### src/source/rv_decode_pkg.sv
package rv_decode_pkg;

    localparam int INST_W     = 32;
    localparam int XLEN       = 64;
    localparam int REG_ADDR_W = 5;
    localparam int MASK_W     = XLEN / 8;  // one bit per byte lane

    localparam int OPCODE_W   = 7;
    localparam int FUNCT3_W   = 3;
    localparam int FUNCT7_W   = 7;

    localparam int RD_LSB     = 7;
    localparam int FUNCT3_LSB = 12;
    localparam int RS1_LSB    = 15;
    localparam int RS2_LSB    = 20;
    localparam int FUNCT7_LSB = 25;

    localparam logic [INST_W-1:0] EBREAK_WORD = 32'h0010_0073;

    typedef enum logic [OPCODE_W-1:0] {
        OPC_OP        = 7'b0110011,
        OPC_OP_IMM    = 7'b0010011,
        OPC_OP_32     = 7'b0111011,
        OPC_OP_IMM_32 = 7'b0011011,
        OPC_LOAD      = 7'b0000011,
        OPC_STORE     = 7'b0100011,
        OPC_JAL       = 7'b1101111,
        OPC_JALR      = 7'b1100111,
        OPC_LUI       = 7'b0110111,
        OPC_AUIPC     = 7'b0010111,
        OPC_BRANCH    = 7'b1100011,
        OPC_SYSTEM    = 7'b1110011
    } opcode_e;

    typedef enum logic [5:0] {
        KIND_NONE,
        KIND_ADD, KIND_SUB, KIND_AND, KIND_OR, KIND_SLT, KIND_SLTU,
        KIND_ADDI, KIND_ANDI, KIND_XORI, KIND_SLTIU, KIND_SLLI, KIND_SRAI,
        KIND_ADDW, KIND_SLLW, KIND_ADDIW,
        KIND_LW, KIND_LD, KIND_LBU, KIND_LH,
        KIND_SB, KIND_SH, KIND_SW, KIND_SD,
        KIND_JAL, KIND_JALR, KIND_LUI, KIND_AUIPC,
        KIND_BEQ, KIND_BNE, KIND_BLT, KIND_BGE, KIND_BLTU, KIND_BGEU
    } inst_kind_e;

    typedef enum logic [3:0] {
        ALU_ADD,
        ALU_SUB,
        ALU_AND,
        ALU_OR,
        ALU_XOR,
        ALU_SLT,
        ALU_SLTU,
        ALU_SLL,
        ALU_SRA,
        ALU_BEQ,
        ALU_BNE,
        ALU_BLT,
        ALU_BGE,
        ALU_BLTU,
        ALU_BGEU
    } alu_op_e;

    typedef enum logic [1:0] {
        SRC_REG,      // rs1 op rs2
        SRC_IMM,      // rs1 op imm
        SRC_IMM_PC,   // pc + imm
        SRC_PC_FOUR   // pc + 4, link value
    } alu_src_e;

    typedef enum logic [2:0] {
        IMM_I,
        IMM_S,
        IMM_B,
        IMM_U,
        IMM_J,
        IMM_SHAMT
    } imm_sel_e;

    typedef enum logic [1:0] {
        MEM_BYTE,
        MEM_HALF,
        MEM_WORD,
        MEM_DOUBLE
    } mem_size_e;

endpackage

### src/source/op_class.sv
`timescale 1ns/1ps

module op_class import rv_decode_pkg::*; (
    input  logic [INST_W-1:0] inst,
    output inst_kind_e        kind,
    output imm_sel_e          imm_sel,
    output logic              illegal
);

    opcode_e             opcode;
    logic [FUNCT3_W-1:0] funct3;
    logic [FUNCT7_W-1:0] funct7;

    assign opcode = opcode_e'(inst[OPCODE_W-1:0]);
    assign funct3 = inst[FUNCT3_LSB +: FUNCT3_W];
    assign funct7 = inst[FUNCT7_LSB +: FUNCT7_W];

    always_comb begin
        kind    = KIND_NONE;
        imm_sel = IMM_I;
        case (opcode)
            OPC_OP: begin
                case (funct3)
                    3'b000: begin
                        if (funct7 == 7'b0000000) begin
                            kind = KIND_ADD;
                        end else if (funct7 == 7'b0100000) begin
                            kind = KIND_SUB;
                        end
                    end
                    3'b111: if (funct7 == 7'b0) kind = KIND_AND;  // funct7 01 is remu
                    3'b110: if (funct7 == 7'b0) kind = KIND_OR;
                    3'b010: if (funct7 == 7'b0) kind = KIND_SLT;
                    3'b011: if (funct7 == 7'b0) kind = KIND_SLTU;
                    default: ;
                endcase
            end
            OPC_OP_IMM: begin
                case (funct3)
                    3'b000: kind = KIND_ADDI;
                    3'b111: kind = KIND_ANDI;
                    3'b100: kind = KIND_XORI;
                    3'b011: kind = KIND_SLTIU;
                    3'b001: begin
                        imm_sel = IMM_SHAMT;
                        if (funct7[6:1] == 6'b000000) kind = KIND_SLLI;  // bit 25 is shamt[5]
                    end
                    3'b101: begin
                        imm_sel = IMM_SHAMT;
                        if (funct7[6:1] == 6'b010000) kind = KIND_SRAI;
                    end
                    default: ;
                endcase
            end
            OPC_OP_32: begin
                if (funct7 == 7'b0) begin  // mulw/divw/remw carry funct7 01
                    case (funct3)
                        3'b000:  kind = KIND_ADDW;
                        3'b001:  kind = KIND_SLLW;
                        default: ;
                    endcase
                end
            end
            OPC_OP_IMM_32: begin
                if (funct3 == 3'b000) kind = KIND_ADDIW;
            end
            OPC_LOAD: begin
                case (funct3)
                    3'b010:  kind = KIND_LW;
                    3'b011:  kind = KIND_LD;
                    3'b100:  kind = KIND_LBU;
                    3'b001:  kind = KIND_LH;
                    default: ;
                endcase
            end
            OPC_STORE: begin
                imm_sel = IMM_S;
                case (funct3)
                    3'b000:  kind = KIND_SB;
                    3'b001:  kind = KIND_SH;
                    3'b010:  kind = KIND_SW;
                    3'b011:  kind = KIND_SD;
                    default: ;
                endcase
            end
            OPC_JAL: begin
                imm_sel = IMM_J;
                kind    = KIND_JAL;
            end
            OPC_JALR: begin
                if (funct3 == 3'b000) kind = KIND_JALR;
            end
            OPC_LUI: begin
                imm_sel = IMM_U;
                kind    = KIND_LUI;
            end
            OPC_AUIPC: begin
                imm_sel = IMM_U;
                kind    = KIND_AUIPC;
            end
            OPC_BRANCH: begin
                imm_sel = IMM_B;
                case (funct3)
                    3'b000:  kind = KIND_BEQ;
                    3'b001:  kind = KIND_BNE;
                    3'b100:  kind = KIND_BLT;
                    3'b101:  kind = KIND_BGE;
                    3'b110:  kind = KIND_BLTU;
                    3'b111:  kind = KIND_BGEU;
                    default: ;
                endcase
            end
            OPC_SYSTEM: ;  // only ebreak, caught below
            default: ;
        endcase
    end

    assign illegal = (kind == KIND_NONE) && (inst != EBREAK_WORD);

endmodule

### src/source/alu_ctrl.sv
`timescale 1ns/1ps

module alu_ctrl import rv_decode_pkg::*; (
    input  inst_kind_e kind,
    output alu_op_e    alu_op,
    output alu_src_e   alu_src,
    output logic       word_op
);

    always_comb begin
        alu_op  = ALU_ADD;
        alu_src = SRC_REG;
        word_op = 1'b0;
        case (kind)
            KIND_ADD:   alu_op = ALU_ADD;
            KIND_SUB:   alu_op = ALU_SUB;
            KIND_AND:   alu_op = ALU_AND;
            KIND_OR:    alu_op = ALU_OR;
            KIND_SLT:   alu_op = ALU_SLT;
            KIND_SLTU:  alu_op = ALU_SLTU;
            KIND_ADDI: begin
                alu_src = SRC_IMM;
            end
            KIND_ANDI: begin
                alu_op  = ALU_AND;
                alu_src = SRC_IMM;
            end
            KIND_XORI: begin
                alu_op  = ALU_XOR;
                alu_src = SRC_IMM;
            end
            KIND_SLTIU: begin
                alu_op  = ALU_SLTU;
                alu_src = SRC_IMM;
            end
            KIND_SLLI: begin
                alu_op  = ALU_SLL;
                alu_src = SRC_IMM;
            end
            KIND_SRAI: begin
                alu_op  = ALU_SRA;
                alu_src = SRC_IMM;
            end
            KIND_ADDW:  word_op = 1'b1;  // result sign-extended from bit 31
            KIND_SLLW: begin
                alu_op  = ALU_SLL;
                word_op = 1'b1;
            end
            KIND_ADDIW, KIND_LW: begin
                alu_src = SRC_IMM;
                word_op = 1'b1;
            end
            KIND_LD, KIND_LBU, KIND_LH,
            KIND_SB, KIND_SH, KIND_SW, KIND_SD,
            KIND_LUI: alu_src = SRC_IMM;  // address = rs1 + imm, lui uses x0
            KIND_JAL, KIND_JALR: alu_src = SRC_PC_FOUR;
            KIND_AUIPC: alu_src = SRC_IMM_PC;
            KIND_BEQ:   alu_op = ALU_BEQ;
            KIND_BNE:   alu_op = ALU_BNE;
            KIND_BLT:   alu_op = ALU_BLT;
            KIND_BGE:   alu_op = ALU_BGE;
            KIND_BLTU:  alu_op = ALU_BLTU;
            KIND_BGEU:  alu_op = ALU_BGEU;
            default: ;
        endcase
    end

endmodule

### src/source/imm_gen.sv
`timescale 1ns/1ps

module imm_gen import rv_decode_pkg::*; (
    input  logic [INST_W-1:0] inst,
    input  imm_sel_e          imm_sel,
    output logic [XLEN-1:0]   imm
);

    logic sign;

    assign sign = inst[INST_W-1];

    always_comb begin
        case (imm_sel)
            IMM_I: begin
                imm = {{(XLEN-12){sign}}, inst[31:20]};
            end
            IMM_S: begin
                imm = {{(XLEN-12){sign}}, inst[31:25], inst[11:7]};
            end
            IMM_B: begin
                imm = {{(XLEN-13){sign}}, inst[31], inst[7], inst[30:25],
                       inst[11:8], 1'b0};
            end
            IMM_U: begin
                imm = {{(XLEN-32){sign}}, inst[31:12], 12'b0};
            end
            IMM_J: begin
                imm = {{(XLEN-21){sign}}, inst[31], inst[19:12], inst[20],
                       inst[30:21], 1'b0};
            end
            IMM_SHAMT: begin
                imm = {{(XLEN-6){1'b0}}, inst[25:20]};  // rv64 shift amount
            end
            default: begin
                imm = '0;
            end
        endcase
    end

endmodule

### src/source/mem_ctrl.sv
`timescale 1ns/1ps

module mem_ctrl import rv_decode_pkg::*; (
    input  inst_kind_e        kind,
    output logic              mem_read,
    output logic              mem_write,
    output logic              load_unsigned,
    output mem_size_e         mem_size,
    output logic [MASK_W-1:0] store_mask
);

    always_comb begin
        mem_read      = 1'b0;
        mem_write     = 1'b0;
        load_unsigned = 1'b0;
        mem_size      = MEM_BYTE;
        case (kind)
            KIND_LW: begin
                mem_read = 1'b1;
                mem_size = MEM_WORD;
            end
            KIND_LD: begin
                mem_read = 1'b1;
                mem_size = MEM_DOUBLE;
            end
            KIND_LBU: begin
                mem_read      = 1'b1;
                load_unsigned = 1'b1;  // zero-fill upper bytes
            end
            KIND_LH: begin
                mem_read = 1'b1;
                mem_size = MEM_HALF;
            end
            KIND_SB: mem_write = 1'b1;
            KIND_SH: begin
                mem_write = 1'b1;
                mem_size  = MEM_HALF;
            end
            KIND_SW: begin
                mem_write = 1'b1;
                mem_size  = MEM_WORD;
            end
            KIND_SD: begin
                mem_write = 1'b1;
                mem_size  = MEM_DOUBLE;
            end
            default: ;
        endcase
    end

    // lanes from the access size, stores only
    always_comb begin
        store_mask = '0;
        if (mem_write) begin
            case (mem_size)
                MEM_BYTE:   store_mask = 8'h01;
                MEM_HALF:   store_mask = 8'h03;
                MEM_WORD:   store_mask = 8'h0f;
                MEM_DOUBLE: store_mask = 8'hff;
                default:    store_mask = '0;
            endcase
        end
    end

endmodule

### src/source/decode_stage.sv
`timescale 1ns/1ps

module decode_stage import rv_decode_pkg::*; (
    input  logic                  clk,
    input  logic                  rst_n,
    input  logic                  inst_valid,
    input  logic [INST_W-1:0]     inst,
    output logic                  dec_valid,
    output alu_op_e               alu_op,
    output alu_src_e              alu_src,
    output logic                  word_op,
    output logic [XLEN-1:0]       imm,
    output logic                  reg_wen,
    output logic [REG_ADDR_W-1:0] rd_addr,
    output logic [REG_ADDR_W-1:0] rs1_addr,
    output logic [REG_ADDR_W-1:0] rs2_addr,
    output logic                  branch,
    output logic                  jump,
    output logic                  jalr,
    output logic                  mem_read,
    output logic                  mem_write,
    output mem_size_e             mem_size,
    output logic                  load_unsigned,
    output logic [MASK_W-1:0]     store_mask,
    output logic                  illegal,
    output logic                  ebreak
);

    inst_kind_e        kind;
    imm_sel_e          imm_sel;
    logic              illegal_c;
    alu_op_e           alu_op_c;
    alu_src_e          alu_src_c;
    logic              word_op_c;
    logic [XLEN-1:0]   imm_c;
    logic              mem_read_c;
    logic              mem_write_c;
    logic              load_unsigned_c;
    mem_size_e         mem_size_c;
    logic [MASK_W-1:0] store_mask_c;
    logic              rd_used;
    logic              rs1_used;
    logic              rs2_used;
    logic              branch_c;
    logic              jump_c;
    logic              jalr_c;
    logic              live;

    op_class u_op_class (
        .inst    (inst),
        .kind    (kind),
        .imm_sel (imm_sel),
        .illegal (illegal_c)
    );

    alu_ctrl u_alu_ctrl (
        .kind    (kind),
        .alu_op  (alu_op_c),
        .alu_src (alu_src_c),
        .word_op (word_op_c)
    );

    imm_gen u_imm_gen (
        .inst    (inst),
        .imm_sel (imm_sel),
        .imm     (imm_c)
    );

    mem_ctrl u_mem_ctrl (
        .kind          (kind),
        .mem_read      (mem_read_c),
        .mem_write     (mem_write_c),
        .load_unsigned (load_unsigned_c),
        .mem_size      (mem_size_c),
        .store_mask    (store_mask_c)
    );

    // which register fields a kind reads or writes
    always_comb begin
        rd_used  = 1'b1;
        rs1_used = 1'b1;
        rs2_used = 1'b0;
        branch_c = 1'b0;
        jump_c   = 1'b0;
        jalr_c   = 1'b0;
        case (kind)
            KIND_ADD, KIND_SUB, KIND_AND, KIND_OR, KIND_SLT, KIND_SLTU,
            KIND_ADDW, KIND_SLLW: rs2_used = 1'b1;
            KIND_SB, KIND_SH, KIND_SW, KIND_SD: begin
                rd_used  = 1'b0;
                rs2_used = 1'b1;  // store data
            end
            KIND_BEQ, KIND_BNE, KIND_BLT, KIND_BGE, KIND_BLTU, KIND_BGEU: begin
                rd_used  = 1'b0;
                rs2_used = 1'b1;
                branch_c = 1'b1;
            end
            KIND_JAL: begin
                rs1_used = 1'b0;
                jump_c   = 1'b1;
            end
            KIND_JALR: begin
                jump_c = 1'b1;
                jalr_c = 1'b1;
            end
            KIND_LUI, KIND_AUIPC: rs1_used = 1'b0;
            default: ;
        endcase
    end

    assign live = inst_valid && (kind != KIND_NONE);

    always_ff @(posedge clk or negedge rst_n) begin
        if (!rst_n) begin
            dec_valid  <= 1'b0;
            reg_wen    <= 1'b0;
            branch     <= 1'b0;
            jump       <= 1'b0;
            jalr       <= 1'b0;
            mem_read   <= 1'b0;
            mem_write  <= 1'b0;
            store_mask <= '0;
            illegal    <= 1'b0;
            ebreak     <= 1'b0;
        end else begin
            dec_valid  <= inst_valid;
            reg_wen    <= live && rd_used;
            branch     <= live && branch_c;
            jump       <= live && jump_c;
            jalr       <= live && jalr_c;
            mem_read   <= live && mem_read_c;
            mem_write  <= live && mem_write_c;
            store_mask <= live ? store_mask_c : '0;
            illegal    <= inst_valid && illegal_c;
            ebreak     <= inst_valid && (inst == EBREAK_WORD);
        end
    end

    // datapath fields, zero for idle and unrecognised words
    always_ff @(posedge clk) begin
        if (live) begin
            alu_op        <= alu_op_c;
            alu_src       <= alu_src_c;
            word_op       <= word_op_c;
            imm           <= imm_c;
            rd_addr       <= rd_used ? inst[RD_LSB +: REG_ADDR_W] : '0;
            rs1_addr      <= rs1_used ? inst[RS1_LSB +: REG_ADDR_W] : '0;
            rs2_addr      <= rs2_used ? inst[RS2_LSB +: REG_ADDR_W] : '0;
            mem_size      <= mem_size_c;
            load_unsigned <= load_unsigned_c;
        end else begin
            alu_op        <= ALU_ADD;
            alu_src       <= SRC_REG;
            word_op       <= 1'b0;
            imm           <= '0;
            rd_addr       <= '0;
            rs1_addr      <= '0;
            rs2_addr      <= '0;
            mem_size      <= MEM_BYTE;
            load_unsigned <= 1'b0;
        end
    end

endmodule

### config.mk
export PLATFORM = sky130hd
export DESIGN_NAME = decode_stage
export DESIGN_NICKNAME = d
export VERILOG_FILES = /design/src/source/rv_decode_pkg.sv /design/src/source/op_class.sv /design/src/source/alu_ctrl.sv /design/src/source/imm_gen.sv /design/src/source/mem_ctrl.sv /design/src/source/decode_stage.sv
export SDC_FILE = /design/constraint.sdc
export NUM_CORES = 1
export LEC_CHECK = 0
export BUFFER_PORTS_ARGS = -buffer_cell sky130_fd_sc_hd__buf_2
export CORE_MARGIN = 2
export CORE_UTILIZATION = 40
export DETAILED_ROUTE_END_ITERATION = 10
export PLACE_DENSITY_LB_ADDON = 0.25
export RECOVER_POWER = 50
export SLEW_MARGIN = 25
export SYNTH_ARGS = -nofsm -noshare
export SYNTH_HDL_FRONTEND = slang
export SYNTH_HIERARCHICAL = 1
export SYNTH_SLANG_ARGS = --single-unit
export TNS_END_PERCENT = 50
### constraint.sdc
create_clock -name clk -period 1 [get_ports clk]
set_clock_uncertainty 0.1 [all_clocks]
set_input_delay 0.05 -clock clk [delete_from_list [all_inputs] [get_ports clk]]
set_output_delay 0.05 -clock clk [all_outputs]
set_load 0.01 [all_outputs]
==> metrics.yaml <==
synth:
  yosysTopAreaCellShare: 0.340
  synthSimpleGateAreaFrac: 0.335
  synthTopCellsByArea: "dfxtp_1 34%, and2_1 9.0%, dfrtp_1 8.1%"
  synth_top_flop_cell: "dfxtp_1"
  synth_compound_area_frac: 0.110
  synthArstFlopShare: 0.160
  synth_area_leader_cell: "dfxtp_1"
  muxShareOfSynthArea: 0.00406
  avgSynthCellArea_um2: 9.34
  synth_nets: 596
  ys_seq_elements: 106
  synth-seq-area-share: 0.421
  ys_warn_count: 6
  netlist_area_um2: 5240
  synth_xor_area_frac: 0.00836
  synth_cell_types: 74
  synth_edf_count: 0
  synth_adder_area_share: 0.00215
  netlist_instances: 561
  synth_top_family_by_area: "simple AND/OR/NAND/NOR gates"
floorplan:
  core_area_um2: 12700
  initial_core_util: 0.412
  die_area_um2: 14000
  die_w_um: 118
  die-height_um: 118
  io_pins: 141
  num_rows: 41
route:
  route.detailed.drc: 0
  wl_met1_um: 6550
  met2_length_um: 7520
  dr_wl_met3_um: 652
  highest_layer: "met4"
  first_pass_iters: 4
  drt_iter0_drc: 301
  wl_per_cell_um: 15.6
  via_per_inst: 5.04
  vias: 4813
  ant_nets: 0
  drt_wl_total_um: 14900
sta:
  setup_violations: 109
  setup_ws_ps: -1270
  rsz0062_at_grt: "true"
  fin_crit_ps: 2270
  tightestPinTransition_ps: 535
  timing.fmax_ghz: 0.441
  finalCritPeriodShare: 2.27
  drv_slew: 0
  hold_viol_final: 0
  slew-limit-headroom: 0.640
clock_network:
  cts_tree: "built"
  htreeDepth: 3
  clockBufferDepth: 2
  cts_sinks: 106
  cts_root_buf: "clkbuf_16"
  cts_buffers: 9
  path_clk_slew_ps: 80
flow_run:
  drv_cap: 0
finish:
  layout_common_cells: "115 x buf_4, 98 x buf_2, 89 x dfxtp_1"
  final_layout_size_suffix_gt1_frac: 0.439
  n_antenna_cell: 0
  fin_cells: 955
  final_design_area_no_fill_um2: 7370
  final_common_cell: "buf_4"
  layout.nets: 813
  area_growth_pct: 40.6
run_status:
  status: "complete, but fails checks"
  violations: "negative setup slack"
hold_path:
  hold_path_class: "input port to flop"
  hold_depth: 4
critical_path:
  slowest_delay_ps: 510
  cpMaxStageDelayCell: "or4_4"
  path_class: "input port to flop"
  crit_chain: "buf_8, buf_6, and3b_4, a21oi_2, a21oi_2, or4_4, or4_4, o31a_4, buf_12, and2_1"
  start_kind: "input port"
  critPathMaxFanout: 32
  end_kind: "flop"
  crit_required_ps: 1140
  crit_arrival_ps: 2400
power:
  p_leak_uw: 0.00338
  irDropWorstVdd_mv: 0.741
  power.density_nw_per_um2: 1230
  p_total_uw: 9070
global_route:
  grtUsageTotal: 0.211
  grt_pass1_wl_um: 24100
  overflow: 0
  grt_max_degree: 48
  antenna_found_initial: 0
  grt_pass1_vias: 4766
place:
  dp_hpwl_um: 10800
  preCtsSetupSlack_ps: -1780
  place.gp.congestion: 0.894
  port_buffers: 140
  place_area_um2: 6570
  placed_cells: 912
[power breakdown]
part           total [uW]  switching, uW  internal, uW
clock network        3450           1700          1760
registers            4350           22.5          4320
logic                1270            641           629
[synth_stat cells, types with 9 or more instances]
cell	number
buf_4	40
buf_6	11
and2_4	18
dfxtp_1	89
a21oi_1	9
o32ai_1	17
dfrtp_1	17
nand4b_1	9
nand2_1	24
nand2b_1	10
nor3_1	16
and2_1	75
nand4_1	14
inv_1	22
o21ai_0	10
nor2_1	29
buf_2	16
[cells by family (layout without fill, tap and decap cells)]
family,count (synthesis),after routing
adders and majority gates,1,1
DFF,106,106
and+or+nand+nor,270,270
xor gates and xnor gates,5,5
AOI/OAI and AO/OA,78,78
muxes,2,2
buffers and inverters,99,321
[worst paths after layout]
path | to | slack (ps) | start
min in group asynchronous | mem_read | 100 | rst_n
worst min-delay path | rs1_addr[2] | 30 | inst[17]
worst max-delay path | alu_src[1] | -1270 | inst[5]
max in group asynchronous | store_mask[5] | 370 | rst_n
[metrics by stage]
stage	hold slack (ps)	setup TNS, ps	utilization
final	25.8	-125560	0.579
after global routing	24.3	-130940	0.579
after global placement	-93.7	-176840	0.517
after CTS	11.2	-120720	0.564
after floorplan	-346	-151700	-
after detailed placement	-93.5	-178040	0.517
[flip-flops by register name, summed over array words and instances (netlist names), 2 cells and up]
signal      count
alu_src         2
mem_size        2
rs1_addr        5
alu_op          4
rd_addr         5
imm            64
store_mask      8
rs2_addr        5
[routing by layer]
metal / track usage / up-vias
li1: - / 2353
met1: 0.272 / 2307
met2: 0.363 / 136
met3: 0.0304 / 17
met4: 0.0655 / 0
met5: 0 / -
[worst max-delay path: cells and delay by family]
family / cells / cell delay [ps]
AO/OA/AOI/OAI: 3 / 620
AND/OR/NAND/NOR: 4 / 1320
buffers and inverters: 3 / 390
[area by class of cell]
type	count	area, um^2
repair buffers	283	1920
clock inverters	7	70.1
well taps	172	215
fillers	1186	5350
inverters	22	82.6
clock buffers	9	225
flip-flops and latches	106	2210
multi-input cells	356	2650
[what timing repair did]
action / in CTS / in global routing
setup buffers: 8 / 6
pin swaps: 10 / 11
hold endpoints to repair: 29 / 0
resized for setup: 32 / 44
endpoints found under the setup margin: 119 / 123
gates cloned: 0 / 3
hold buffers: 13 / 0
Power figures use the tool's default switching activity.
